==> config.mk <==
export PLATFORM = sky130hd
export DESIGN_NAME = xbar_top
export DESIGN_NICKNAME = d
export VERILOG_FILES = /design/src/verilog/xbar_pkg.sv /design/src/verilog/xbar_addr_decode.sv /design/src/verilog/xbar_dst_arbiter.sv /design/src/verilog/xbar_err_responder.sv /design/src/verilog/xbar_src_demux.sv /design/src/verilog/xbar_top.sv
export VERILOG_INCLUDE_DIRS = /design/src /design/src/verilog
export SDC_FILE = /design/constraint.sdc
export NUM_CORES = 1
export LEC_CHECK = 0
export ABC_AREA = 1
export BUFFER_PORTS_ARGS = -buffer_cell sky130_fd_sc_hd__clkbuf_2
export CAP_MARGIN = 20
export CELL_PAD_IN_SITES_DETAIL_PLACEMENT = 1
export CELL_PAD_IN_SITES_GLOBAL_PLACEMENT = 1
export CORE_AREA = 2 2 227 229
export CTS_BUF_LIST = sky130_fd_sc_hd__clkbuf_16
export DETAILED_ROUTE_END_ITERATION = 12
export DIE_AREA = 0 0 229 231
export PLACE_DENSITY = 0.81
export SKIP_LAST_GASP = 1
export SYNTH_ARGS = -nofsm -noshare
export SYNTH_HDL_FRONTEND = slang
export SYNTH_SLANG_ARGS = --single-unit
==> constraint.sdc <==
create_clock -name clk_i -period 5.42 [get_ports clk_i]
set_input_delay 0.271 -clock clk_i [delete_from_list [all_inputs] [get_ports clk_i]]
set_output_delay 0.271 -clock clk_i [all_outputs]
set_load 0.02 [all_outputs]
==> src/verilog/xbar_macros.svh <==
/*
  Port counts, widths and rule count of the two by two crossbar.
  Included by the package and by every module that sizes its ports
  from these values.
*/
`ifndef XBAR_MACROS_SVH
`define XBAR_MACROS_SVH

`define XBAR_NUM_SRC   2   // Source ports
`define XBAR_NUM_DST   2   // Destination ports
`define XBAR_NUM_RULES 2   // Entries in the address map

`define XBAR_ADDR_W    32
`define XBAR_DATA_W    32
`define XBAR_SRC_ID_W  4   // ID width seen at a source port

`endif

==> src/verilog/xbar_pkg.sv <==
/*
  Shared vector types of the crossbar.
  Imported by the RTL modules and by the testbench compare tasks.
*/
`include "xbar_macros.svh"

package xbar_pkg;

  typedef logic [`XBAR_ADDR_W-1:0]   addr_t;
  typedef logic [`XBAR_DATA_W-1:0]   data_t;
  typedef logic [`XBAR_SRC_ID_W-1:0] src_id_t;

  // Source index in the top bit, then the ID from the source port
  typedef logic [`XBAR_SRC_ID_W:0]   dst_id_t;

  typedef logic [$clog2(`XBAR_NUM_DST)-1:0]   dst_idx_t;
  typedef logic [$clog2(`XBAR_NUM_DST+1)-1:0] sel_t; // One more for the error target

  // Demux select that routes to the error responder
  localparam sel_t SEL_ERR = sel_t'(`XBAR_NUM_DST);

  // Arbiter output register
  typedef enum logic {
    ARB_IDLE,
    ARB_HOLD
  } arb_state_e;

endpackage

==> src/verilog/xbar_addr_decode.sv <==
/*
  Combinational address decoder, one per source port.
  Compares the request address with the rule table and gives the
  demux select: a destination index, or the error target.
*/
`timescale 1ns/10ps
`include "xbar_macros.svh"

module xbar_addr_decode import xbar_pkg::*; (
  input  addr_t                            addr_i,
  input  addr_t    [`XBAR_NUM_RULES-1:0]   rule_start_i,
  input  addr_t    [`XBAR_NUM_RULES-1:0]   rule_end_i,
  input  dst_idx_t [`XBAR_NUM_RULES-1:0]   rule_idx_i,
  input  logic                             en_default_i,
  input  dst_idx_t                         default_idx_i,
  output sel_t                             sel_o
);

  always_comb begin
    // Fallback when no rule hits
    if (en_default_i) begin
      sel_o = sel_t'(default_idx_i);
    end else begin
      sel_o = SEL_ERR;
    end

    // Walk from the highest rule down so the lowest matching rule wins
    for (int r = `XBAR_NUM_RULES - 1; r >= 0; r--) begin
      if (addr_i >= rule_start_i[r] && addr_i < rule_end_i[r]) begin // Half-open range
        sel_o = sel_t'(rule_idx_i[r]);
      end
    end
  end

endmodule

==> src/verilog/xbar_dst_arbiter.sv <==
/*
  Destination side round-robin arbiter.
  Grants one source, registers the request with the source index put
  in front of the ID, and steers responses back by that index.
  The output register holds its contents while the destination stalls.
*/
`timescale 1ns/10ps
`include "xbar_macros.svh"

module xbar_dst_arbiter import xbar_pkg::*; (
  input  logic                            clk_i,
  input  logic                            rst_n_i,
  // Requests from the source demuxes
  input  logic    [`XBAR_NUM_SRC-1:0]     req_valid_i,
  output logic    [`XBAR_NUM_SRC-1:0]     req_ready_o,
  input  addr_t   [`XBAR_NUM_SRC-1:0]     req_addr_i,
  input  data_t   [`XBAR_NUM_SRC-1:0]     req_wdata_i,
  input  logic    [`XBAR_NUM_SRC-1:0]     req_we_i,
  input  src_id_t [`XBAR_NUM_SRC-1:0]     req_id_i,
  // Responses toward the source demuxes
  output logic    [`XBAR_NUM_SRC-1:0]     rsp_valid_o,
  input  logic    [`XBAR_NUM_SRC-1:0]     rsp_ready_i,
  output data_t                           rsp_rdata_o,
  output logic                            rsp_err_o,
  output src_id_t                         rsp_id_o,
  // Destination port
  output logic                            dst_req_valid_o,
  input  logic                            dst_req_ready_i,
  output addr_t                           dst_req_addr_o,
  output data_t                           dst_req_wdata_o,
  output logic                            dst_req_we_o,
  output dst_id_t                         dst_req_id_o,
  input  logic                            dst_rsp_valid_i,
  output logic                            dst_rsp_ready_o,
  input  data_t                           dst_rsp_rdata_i,
  input  logic                            dst_rsp_err_i,
  input  dst_id_t                         dst_rsp_id_i
);

  localparam int unsigned IDX_W = $clog2(`XBAR_NUM_SRC);

  typedef logic [IDX_W-1:0] src_idx_t;

  arb_state_e state_q;
  src_idx_t   rr_q;       // Source with the highest priority
  src_idx_t   gnt_idx;
  logic       gnt_valid;
  logic       free;       // Output register can take a new request
  logic       load;
  src_idx_t   rsp_src;

  always_comb begin : grant
    src_idx_t cand;
    gnt_valid = 1'b0;
    gnt_idx   = rr_q;
    for (int unsigned k = 0; k < `XBAR_NUM_SRC; k++) begin
      cand = src_idx_t'((rr_q + k) % `XBAR_NUM_SRC);
      if (!gnt_valid && req_valid_i[cand]) begin
        gnt_valid = 1'b1;
        gnt_idx   = cand;
      end
    end
  end

  assign free = (state_q == ARB_IDLE) || dst_req_ready_i; // Empty or draining
  assign load = gnt_valid && free;

  always_comb begin
    for (int s = 0; s < `XBAR_NUM_SRC; s++) begin
      req_ready_o[s] = load && (gnt_idx == src_idx_t'(s));
    end
  end

  always_ff @(posedge clk_i) begin
    if (!rst_n_i) begin
      state_q <= ARB_IDLE;
      rr_q    <= '0;
    end else if (load) begin
      state_q <= ARB_HOLD;
      // Priority moves to the source after the winner
      rr_q    <= (gnt_idx == src_idx_t'(`XBAR_NUM_SRC - 1)) ? '0 : gnt_idx + 1'b1;
    end else if (dst_req_ready_i) begin
      state_q <= ARB_IDLE;
    end
  end

  always_ff @(posedge clk_i) begin
    if (load) begin
      dst_req_addr_o  <= req_addr_i[gnt_idx];
      dst_req_wdata_o <= req_wdata_i[gnt_idx];
      dst_req_we_o    <= req_we_i[gnt_idx];
      dst_req_id_o    <= {gnt_idx, req_id_i[gnt_idx]}; // Source index on top
    end
  end

  assign dst_req_valid_o = (state_q == ARB_HOLD);

  // Response steering by the ID prefix
  assign rsp_src = dst_rsp_id_i[`XBAR_SRC_ID_W +: IDX_W];

  always_comb begin
    for (int s = 0; s < `XBAR_NUM_SRC; s++) begin
      rsp_valid_o[s] = dst_rsp_valid_i && (rsp_src == src_idx_t'(s));
    end
  end

  assign dst_rsp_ready_o = rsp_ready_i[rsp_src];
  assign rsp_rdata_o     = dst_rsp_rdata_i;
  assign rsp_err_o       = dst_rsp_err_i;
  assign rsp_id_o        = dst_rsp_id_i[`XBAR_SRC_ID_W-1:0]; // Prefix stripped

  // Steering follows the response ID, so it must hold while the source stalls
  a_dst_stable: assert property (@(posedge clk_i) disable iff (!rst_n_i)
    dst_rsp_valid_i && !dst_rsp_ready_o |=> dst_rsp_valid_i &&
      $stable({dst_rsp_rdata_i, dst_rsp_err_i, dst_rsp_id_i}))
    else $error("Destination response changed under back-pressure");

endmodule

==> src/verilog/xbar_err_responder.sv <==
/*
  Decode error target, one per source port.
  Takes one request at a time and answers it a cycle later with the
  error flag set and zero read data.
*/
`timescale 1ns/10ps

module xbar_err_responder import xbar_pkg::*; (
  input  logic    clk_i,
  input  logic    rst_n_i,
  input  logic    req_valid_i,
  output logic    req_ready_o,
  input  src_id_t req_id_i,
  output logic    rsp_valid_o,
  input  logic    rsp_ready_i,
  output data_t   rsp_rdata_o,
  output logic    rsp_err_o,
  output src_id_t rsp_id_o
);

  logic    busy_q;
  src_id_t id_q;

  assign req_ready_o = !busy_q;    // Idle means ready
  assign rsp_valid_o = busy_q;
  assign rsp_rdata_o = '0;
  assign rsp_err_o   = 1'b1;
  assign rsp_id_o    = id_q;

  always_ff @(posedge clk_i) begin
    if (!rst_n_i) begin
      busy_q <= 1'b0;
    end else if (req_valid_i && req_ready_o) begin
      busy_q <= 1'b1;
    end else if (rsp_valid_o && rsp_ready_i) begin
      busy_q <= 1'b0;
    end
  end

  // ID echoed back in the response
  always_ff @(posedge clk_i) begin
    if (req_valid_i && req_ready_o) begin
      id_q <= req_id_i;
    end
  end

endmodule

==> src/verilog/xbar_src_demux.sv <==
/*
  Source side demultiplexer.
  Routes a request to one destination arbiter or to the error responder,
  then waits for that target's response before taking the next request.
  Target index NUM_DST is the error responder.
*/
`timescale 1ns/10ps
`include "xbar_macros.svh"

module xbar_src_demux import xbar_pkg::*; (
  input  logic                            clk_i,
  input  logic                            rst_n_i,
  // Source port
  input  logic                            src_req_valid_i,
  output logic                            src_req_ready_o,
  input  addr_t                           src_req_addr_i,
  input  data_t                           src_req_wdata_i,
  input  logic                            src_req_we_i,
  input  src_id_t                         src_req_id_i,
  output logic                            src_rsp_valid_o,
  input  logic                            src_rsp_ready_i,
  output data_t                           src_rsp_rdata_o,
  output logic                            src_rsp_err_o,
  output src_id_t                         src_rsp_id_o,
  input  sel_t                            sel_i,
  // Targets
  output logic    [`XBAR_NUM_DST:0]       req_valid_o,
  input  logic    [`XBAR_NUM_DST:0]       req_ready_i,
  output addr_t                           req_addr_o,
  output data_t                           req_wdata_o,
  output logic                            req_we_o,
  output src_id_t                         req_id_o,
  input  logic    [`XBAR_NUM_DST:0]       rsp_valid_i,
  output logic    [`XBAR_NUM_DST:0]       rsp_ready_o,
  input  data_t   [`XBAR_NUM_DST:0]       rsp_rdata_i,
  input  logic    [`XBAR_NUM_DST:0]       rsp_err_i,
  input  src_id_t [`XBAR_NUM_DST:0]       rsp_id_i
);

  logic busy_q;  // One transaction in flight
  sel_t sel_q;   // Target that owes the response

  // Payload fans out to all targets, only valid is steered
  assign req_addr_o  = src_req_addr_i;
  assign req_wdata_o = src_req_wdata_i;
  assign req_we_o    = src_req_we_i;
  assign req_id_o    = src_req_id_i;

  always_comb begin
    for (int t = 0; t <= `XBAR_NUM_DST; t++) begin
      req_valid_o[t] = src_req_valid_i && !busy_q && (sel_i == sel_t'(t));
      rsp_ready_o[t] = busy_q && (sel_q == sel_t'(t)) && src_rsp_ready_i;
    end
  end

  assign src_req_ready_o = !busy_q && req_ready_i[sel_i];

  // Only the latched target may answer
  assign src_rsp_valid_o = busy_q && rsp_valid_i[sel_q];
  assign src_rsp_rdata_o = rsp_rdata_i[sel_q];
  assign src_rsp_err_o   = rsp_err_i[sel_q];
  assign src_rsp_id_o    = rsp_id_i[sel_q];

  always_ff @(posedge clk_i) begin
    if (!rst_n_i) begin
      busy_q <= 1'b0;
      sel_q  <= '0;
    end else if (src_req_valid_i && src_req_ready_o) begin
      busy_q <= 1'b1;
      sel_q  <= sel_i;
    end else if (src_rsp_valid_o && src_rsp_ready_i) begin
      busy_q <= 1'b0;
    end
  end

  // Arbiters steer by ID prefix, so no target answers unless this port asked it
  a_rsp_from_owner: assert property (@(posedge clk_i) disable iff (!rst_n_i)
    |rsp_valid_i |-> busy_q && (rsp_valid_i == ((`XBAR_NUM_DST+1)'(1) << sel_q)))
    else $error("Response from a target without an outstanding request");

endmodule

==> src/verilog/xbar_top.sv <==
/*
  Crossbar top level with two source and two destination ports.
  Each source has a decoder, a demux and an error responder; each
  destination has an arbiter. Request and response channels are
  crossed between demuxes and arbiters.
*/
`timescale 1ns/10ps
`include "xbar_macros.svh"

module xbar_top import xbar_pkg::*; (
  input  logic                               clk_i,
  input  logic                               rst_n_i,
  // Source ports
  input  logic     [`XBAR_NUM_SRC-1:0]       src_req_valid_i,
  output logic     [`XBAR_NUM_SRC-1:0]       src_req_ready_o,
  input  addr_t    [`XBAR_NUM_SRC-1:0]       src_req_addr_i,
  input  data_t    [`XBAR_NUM_SRC-1:0]       src_req_wdata_i,
  input  logic     [`XBAR_NUM_SRC-1:0]       src_req_we_i,
  input  src_id_t  [`XBAR_NUM_SRC-1:0]       src_req_id_i,
  output logic     [`XBAR_NUM_SRC-1:0]       src_rsp_valid_o,
  input  logic     [`XBAR_NUM_SRC-1:0]       src_rsp_ready_i,
  output data_t    [`XBAR_NUM_SRC-1:0]       src_rsp_rdata_o,
  output logic     [`XBAR_NUM_SRC-1:0]       src_rsp_err_o,
  output src_id_t  [`XBAR_NUM_SRC-1:0]       src_rsp_id_o,
  // Destination ports
  output logic     [`XBAR_NUM_DST-1:0]       dst_req_valid_o,
  input  logic     [`XBAR_NUM_DST-1:0]       dst_req_ready_i,
  output addr_t    [`XBAR_NUM_DST-1:0]       dst_req_addr_o,
  output data_t    [`XBAR_NUM_DST-1:0]       dst_req_wdata_o,
  output logic     [`XBAR_NUM_DST-1:0]       dst_req_we_o,
  output dst_id_t  [`XBAR_NUM_DST-1:0]       dst_req_id_o,
  input  logic     [`XBAR_NUM_DST-1:0]       dst_rsp_valid_i,
  output logic     [`XBAR_NUM_DST-1:0]       dst_rsp_ready_o,
  input  data_t    [`XBAR_NUM_DST-1:0]       dst_rsp_rdata_i,
  input  logic     [`XBAR_NUM_DST-1:0]       dst_rsp_err_i,
  input  dst_id_t  [`XBAR_NUM_DST-1:0]       dst_rsp_id_i,
  // Address map
  input  addr_t    [`XBAR_NUM_RULES-1:0]     rule_start_i,
  input  addr_t    [`XBAR_NUM_RULES-1:0]     rule_end_i,
  input  dst_idx_t [`XBAR_NUM_RULES-1:0]     rule_idx_i,
  input  logic     [`XBAR_NUM_SRC-1:0]       en_default_dst_i,
  input  dst_idx_t [`XBAR_NUM_SRC-1:0]       default_dst_i
);

  // Demux side, indexed [source][target], target NUM_DST is the error responder
  logic    [`XBAR_NUM_SRC-1:0][`XBAR_NUM_DST:0] dmx_req_valid, dmx_req_ready;
  logic    [`XBAR_NUM_SRC-1:0][`XBAR_NUM_DST:0] dmx_rsp_valid, dmx_rsp_ready;
  data_t   [`XBAR_NUM_SRC-1:0][`XBAR_NUM_DST:0] dmx_rsp_rdata;
  logic    [`XBAR_NUM_SRC-1:0][`XBAR_NUM_DST:0] dmx_rsp_err;
  src_id_t [`XBAR_NUM_SRC-1:0][`XBAR_NUM_DST:0] dmx_rsp_id;
  addr_t   [`XBAR_NUM_SRC-1:0]                  dmx_req_addr;
  data_t   [`XBAR_NUM_SRC-1:0]                  dmx_req_wdata;
  logic    [`XBAR_NUM_SRC-1:0]                  dmx_req_we;
  src_id_t [`XBAR_NUM_SRC-1:0]                  dmx_req_id;

  // Arbiter side, indexed [destination][source]
  logic    [`XBAR_NUM_DST-1:0][`XBAR_NUM_SRC-1:0] arb_req_valid, arb_req_ready;
  logic    [`XBAR_NUM_DST-1:0][`XBAR_NUM_SRC-1:0] arb_rsp_valid, arb_rsp_ready;
  data_t   [`XBAR_NUM_DST-1:0]                    arb_rsp_rdata;
  logic    [`XBAR_NUM_DST-1:0]                    arb_rsp_err;
  src_id_t [`XBAR_NUM_DST-1:0]                    arb_rsp_id;

  for (genvar s = 0; s < `XBAR_NUM_SRC; s++) begin : gen_src
    sel_t sel;

    xbar_addr_decode u_decode (
      .addr_i        (src_req_addr_i[s]),
      .rule_start_i  (rule_start_i),
      .rule_end_i    (rule_end_i),
      .rule_idx_i    (rule_idx_i),
      .en_default_i  (en_default_dst_i[s]),
      .default_idx_i (default_dst_i[s]),
      .sel_o         (sel)
    );

    xbar_src_demux u_demux (
      .clk_i, .rst_n_i,
      .src_req_valid_i (src_req_valid_i[s]), .src_req_ready_o (src_req_ready_o[s]),
      .src_req_addr_i  (src_req_addr_i[s]),  .src_req_wdata_i (src_req_wdata_i[s]),
      .src_req_we_i    (src_req_we_i[s]),    .src_req_id_i    (src_req_id_i[s]),
      .src_rsp_valid_o (src_rsp_valid_o[s]), .src_rsp_ready_i (src_rsp_ready_i[s]),
      .src_rsp_rdata_o (src_rsp_rdata_o[s]), .src_rsp_err_o   (src_rsp_err_o[s]),
      .src_rsp_id_o    (src_rsp_id_o[s]),    .sel_i           (sel),
      .req_valid_o (dmx_req_valid[s]), .req_ready_i (dmx_req_ready[s]),
      .req_addr_o  (dmx_req_addr[s]),  .req_wdata_o (dmx_req_wdata[s]),
      .req_we_o    (dmx_req_we[s]),    .req_id_o    (dmx_req_id[s]),
      .rsp_valid_i (dmx_rsp_valid[s]), .rsp_ready_o (dmx_rsp_ready[s]),
      .rsp_rdata_i (dmx_rsp_rdata[s]), .rsp_err_i   (dmx_rsp_err[s]),
      .rsp_id_i    (dmx_rsp_id[s])
    );

    xbar_err_responder u_err (
      .clk_i, .rst_n_i,
      .req_valid_i (dmx_req_valid[s][`XBAR_NUM_DST]),
      .req_ready_o (dmx_req_ready[s][`XBAR_NUM_DST]),
      .req_id_i    (dmx_req_id[s]),
      .rsp_valid_o (dmx_rsp_valid[s][`XBAR_NUM_DST]),
      .rsp_ready_i (dmx_rsp_ready[s][`XBAR_NUM_DST]),
      .rsp_rdata_o (dmx_rsp_rdata[s][`XBAR_NUM_DST]),
      .rsp_err_o   (dmx_rsp_err[s][`XBAR_NUM_DST]),
      .rsp_id_o    (dmx_rsp_id[s][`XBAR_NUM_DST])
    );

    // The decode of a waiting request must not move under it
    a_default_en_stable: assert property (@(posedge clk_i) disable iff (!rst_n_i)
      src_req_valid_i[s] && !src_req_ready_o[s] |=> $stable(en_default_dst_i[s]))
      else $error("Default enable changed with a request waiting on source %0d", s);
    a_default_dst_stable: assert property (@(posedge clk_i) disable iff (!rst_n_i)
      src_req_valid_i[s] && !src_req_ready_o[s] |=> $stable(default_dst_i[s]))
      else $error("Default destination changed with a request waiting on source %0d", s);
  end

  // Cross the channels
  for (genvar s = 0; s < `XBAR_NUM_SRC; s++) begin : gen_cross_src
    for (genvar d = 0; d < `XBAR_NUM_DST; d++) begin : gen_cross_dst
      assign arb_req_valid[d][s] = dmx_req_valid[s][d];
      assign dmx_req_ready[s][d] = arb_req_ready[d][s];
      assign dmx_rsp_valid[s][d] = arb_rsp_valid[d][s];
      assign arb_rsp_ready[d][s] = dmx_rsp_ready[s][d];
      assign dmx_rsp_rdata[s][d] = arb_rsp_rdata[d];
      assign dmx_rsp_err[s][d]   = arb_rsp_err[d];
      assign dmx_rsp_id[s][d]    = arb_rsp_id[d];
    end
  end

  for (genvar d = 0; d < `XBAR_NUM_DST; d++) begin : gen_dst
    xbar_dst_arbiter u_arb (
      .clk_i, .rst_n_i,
      .req_valid_i (arb_req_valid[d]), .req_ready_o (arb_req_ready[d]),
      .req_addr_i  (dmx_req_addr),     .req_wdata_i (dmx_req_wdata),
      .req_we_i    (dmx_req_we),       .req_id_i    (dmx_req_id),
      .rsp_valid_o (arb_rsp_valid[d]), .rsp_ready_i (arb_rsp_ready[d]),
      .rsp_rdata_o (arb_rsp_rdata[d]), .rsp_err_o   (arb_rsp_err[d]),
      .rsp_id_o    (arb_rsp_id[d]),
      .dst_req_valid_o (dst_req_valid_o[d]), .dst_req_ready_i (dst_req_ready_i[d]),
      .dst_req_addr_o  (dst_req_addr_o[d]),  .dst_req_wdata_o (dst_req_wdata_o[d]),
      .dst_req_we_o    (dst_req_we_o[d]),    .dst_req_id_o    (dst_req_id_o[d]),
      .dst_rsp_valid_i (dst_rsp_valid_i[d]), .dst_rsp_ready_o (dst_rsp_ready_o[d]),
      .dst_rsp_rdata_i (dst_rsp_rdata_i[d]), .dst_rsp_err_i   (dst_rsp_err_i[d]),
      .dst_rsp_id_i    (dst_rsp_id_i[d])
    );
  end

endmodule
==> results.cfg <==
[logic_synthesis]
synthMuxAreaShare = 0
synth-compound-area-share = 0.116
synth_fa_ha_area_frac = 0.223
syn-mean-instance-area_sq_um = 7.67
ys_ff_latch = 160
synthXorXnorAreaFrac = 0
syn_area_sq_um = 14200
synth.distinct_cells = 40
synth_nets = 2457
synthSimpleGateAreaFrac = 0.223
synth_top_area_share = 0.314
synthTopCellsByArea = edfxtp_1 (31%), ha_1 (22%), nand2_1 (17%), inv_1 (7.6%), a21oi_1 (4.6%)
synth_top_family_by_area = simple AND/OR/NAND/NOR gates
ys.warnings.count = 0
yosysTopAreaCell = edfxtp_1
synth_cells = 1847
ys_seq_area_frac = 0.331

[route]
ant_nets = 0
drc = 0
wl_per_cell_um = 21.2
drtIter0Drc = 783
num_vias = 15200
wl_um = 65700
via_per_inst = 4.89
dr.pass1.iters = 7

[timing]
slew_viol_final = 0
tightest_slew_ns = 0.932
fin_crit_ns = 3.78
skew_ns = 0.0166
fmax_mhz = 264
rsz0062_at_grt = no
tns_ns = 0
slew_headroom = 0.378
fin_crit_sh = 0.698
hold_viol = 0
finalSetupViolCount = 0

[clocking]
cts_setup_buffers = 0
cts-resized-gates = 0
clkTransAtPathRegs_ns = 0.08
clkSinkCount = 160
cts.path.max_buffers = 2
clk_latency_ns = 0.51
root_buffer = clkbuf_16
cts_buffers = 17
cts_tree = built
h-tree-depth = 4

[worst_setup_path]
r2r-end = gen_dst[0].u_arb.dst_req_addr_o[24]
reg2reg_depth = 8
path_max_fanout = 46
worst-endpoint-arrival_ns = 3.98
worstPathRequired_ns = 5.62
endpoint_kind = register
start_kind = input port
cp_slowest_stage_delay_ns = 0.67
r2r-start = gen_src[0].u_demux.busy_q
crit_type = input port to register
slowest_stage = clkinv_2
crit_chain = clkbuf_2, ha_1, a21oi_1, o21ai_0, a21o_1, a21oi_1, nand3_1, nand3_2, nand3_1, nand2_2, nor2_2, inv_1, nand2_1, nand2_1, clkinv_2, buf_4
regToRegSetupSlack_ns = 2.84

[hold_path]
min_from = src_req_wdata_i[46]
min_path_type = input port to register
min_to = gen_dst[0].u_arb.dst_req_wdata_o[14]
hold_depth = 3

[final_layout]
area_delta_synth_final_pct = 29.2
finish.net_count = 3018
layout_commonest_cell = nand2_1
drive_above_1_share = 0.263
final_core_util = 0.361
stdcell_area_sq_um = 18300
final_cell_mix = nand2_1 (643), clkbuf_2 (579), inv_1 (283)

[floorplanning]
num_rows = 83
ioPinCount = 580
die_w_um = 229
dieArea_sq_um = 52900
die_height_um = 231
coreArea_sq_um = 50700
start_util = 0.280

[placement]
io_buffers = 579
hpwl_um = 54400
dpl_cell_area_sq_um = 17600
gp_congestion = 0.990

[grt]
grt_pass1_wl_um = 96500
grt_pass1_vias = 16100
grt_overflow = 0
grtUsageTotal = 0.244
antenna_found_initial = 4
grt_start_max_net_pins = 63

[power]
powerDensity_nw_per_um2 = 298
p_total_mw = 5.45
peakVddDrop_v = 0.000241
power.leakage_nw = 10.2

[run_status]
status = finished clean

[job]
cap_violations = 0
==> layer usage <==
layer	track usage	share of wire	vias up
met5	0	0.00065	-
met4	0.0946	0.032	6
met3	0.0464	0.051	92
met2	0.441	0.51	503
met1	0.283	0.41	7324
li1	-	-	7242
==> through the flow <==
step	cells	hold WS [ns]	setup WS (ns)
2_1_floorplan	1847	0.370	1.87
3_3_place_gp	3060	0.474	1.07
3_5_place_dp	3060	0.478	1.04
4_1_cts	3100	0.00689	1.57
5_1_grt	3102	0.0331	1.39
6_report	3102	0.0465	1.64
==> worst max path at each step <==
stage / start / to / slack, ns / depth (start not counted)
2_1_floorplan: rule_start_i[47] / gen_dst[0].u_arb.dst_req_addr_o[0] / 1.87 / 20
3_3_place_gp: src_req_addr_i[31] / gen_dst[0].u_arb.dst_req_addr_o[20] / 1.07 / 16
3_5_place_dp: src_req_addr_i[31] / gen_dst[0].u_arb.dst_req_addr_o[20] / 1.04 / 16
4_1_cts: src_req_addr_i[31] / gen_dst[0].u_arb.dst_req_addr_o[19] / 1.57 / 16
5_1_grt: src_req_addr_i[57] / gen_dst[0].u_arb.dst_req_addr_o[24] / 1.39 / 16
6_report: src_req_addr_i[57] / gen_dst[0].u_arb.dst_req_addr_o[24] / 1.64 / 16
==> what timing repair did <==
action                                  in CTS  in global routing
hold endpoints to repair                     8                  0
hold buffers                                 8                  0
endpoints found under the setup margin       0                  0
==> critical path, delay by kind of cell <==
family / cells / cell delay, ns
simple gates: 7 / 0.99
buf+inv: 4 / 1.53
compound gates: 4 / 0.73
fa+ha+maj: 1 / 0.36
==> flip-flops by register name, indices dropped and copies added (netlist names) <==
signal / count
gen_src.u_demux.sel_q: 4
gen_dst.u_arb.dst_req_wdata_o: 64
gen_dst.u_arb.dst_req_valid_o: 2
gen_dst.u_arb.dst_req_we_o: 2
gen_src.u_err.rsp_id_o: 8
gen_src.u_err.rsp_valid_o: 2
gen_dst.u_arb.dst_req_id_o: 10
gen_dst.u_arb.dst_req_addr_o: 64
gen_dst.u_arb.rr_q: 2
gen_src.u_demux.busy_q: 2
==> Yosys cell counts (all sizes together) <==
cell type / number
clkbuf: 10
edfxtp: 148
a211oi: 1
a21o: 4
inv: 290
nand3: 24
a2111oi: 1
buf: 46
o211ai: 5
o221ai: 8
dfxtp: 12
ha: 252
o21ai: 52
o21bai: 5
o22ai: 64
o21a: 13
nand3b: 1
nand4: 27
a21oi: 130
and3: 1
a21boi: 1
nor2: 85
nor4: 4
o31ai: 3
nand2: 647
a31oi: 1
nor3: 8
and2: 1
or2: 2
a22oi: 1
==> cell type report <==
cell class              instances  area, sq um
inverters                     290         1090
diodes                          1         2.50
fillers                      6425        32400
multi-input cells            1341         7970
repair buffers                598         3090
well taps                     680          851
clock buffers                  17          425
clock inverters                15          194
flip-flops and latches        160         4680
==> report_power, final <==
part	switching (mW)	internal, mW
registers	0.0919	1.68
logic	1.67	0.696
clock network	0.682	0.634
total	2.44	3.01
==> cells by family after synthesis <==
| family | count (synthesis) |
|---|---|
| adder cells (fa/ha/maj) | 252 |
| buffers and inverters | 346 |
| AND/OR/NAND/NOR | 800 |
| flip-flops | 160 |
| AO/OA/AOI/OAI | 289 |
Note: power is estimated with default switching activity, not from simulation.
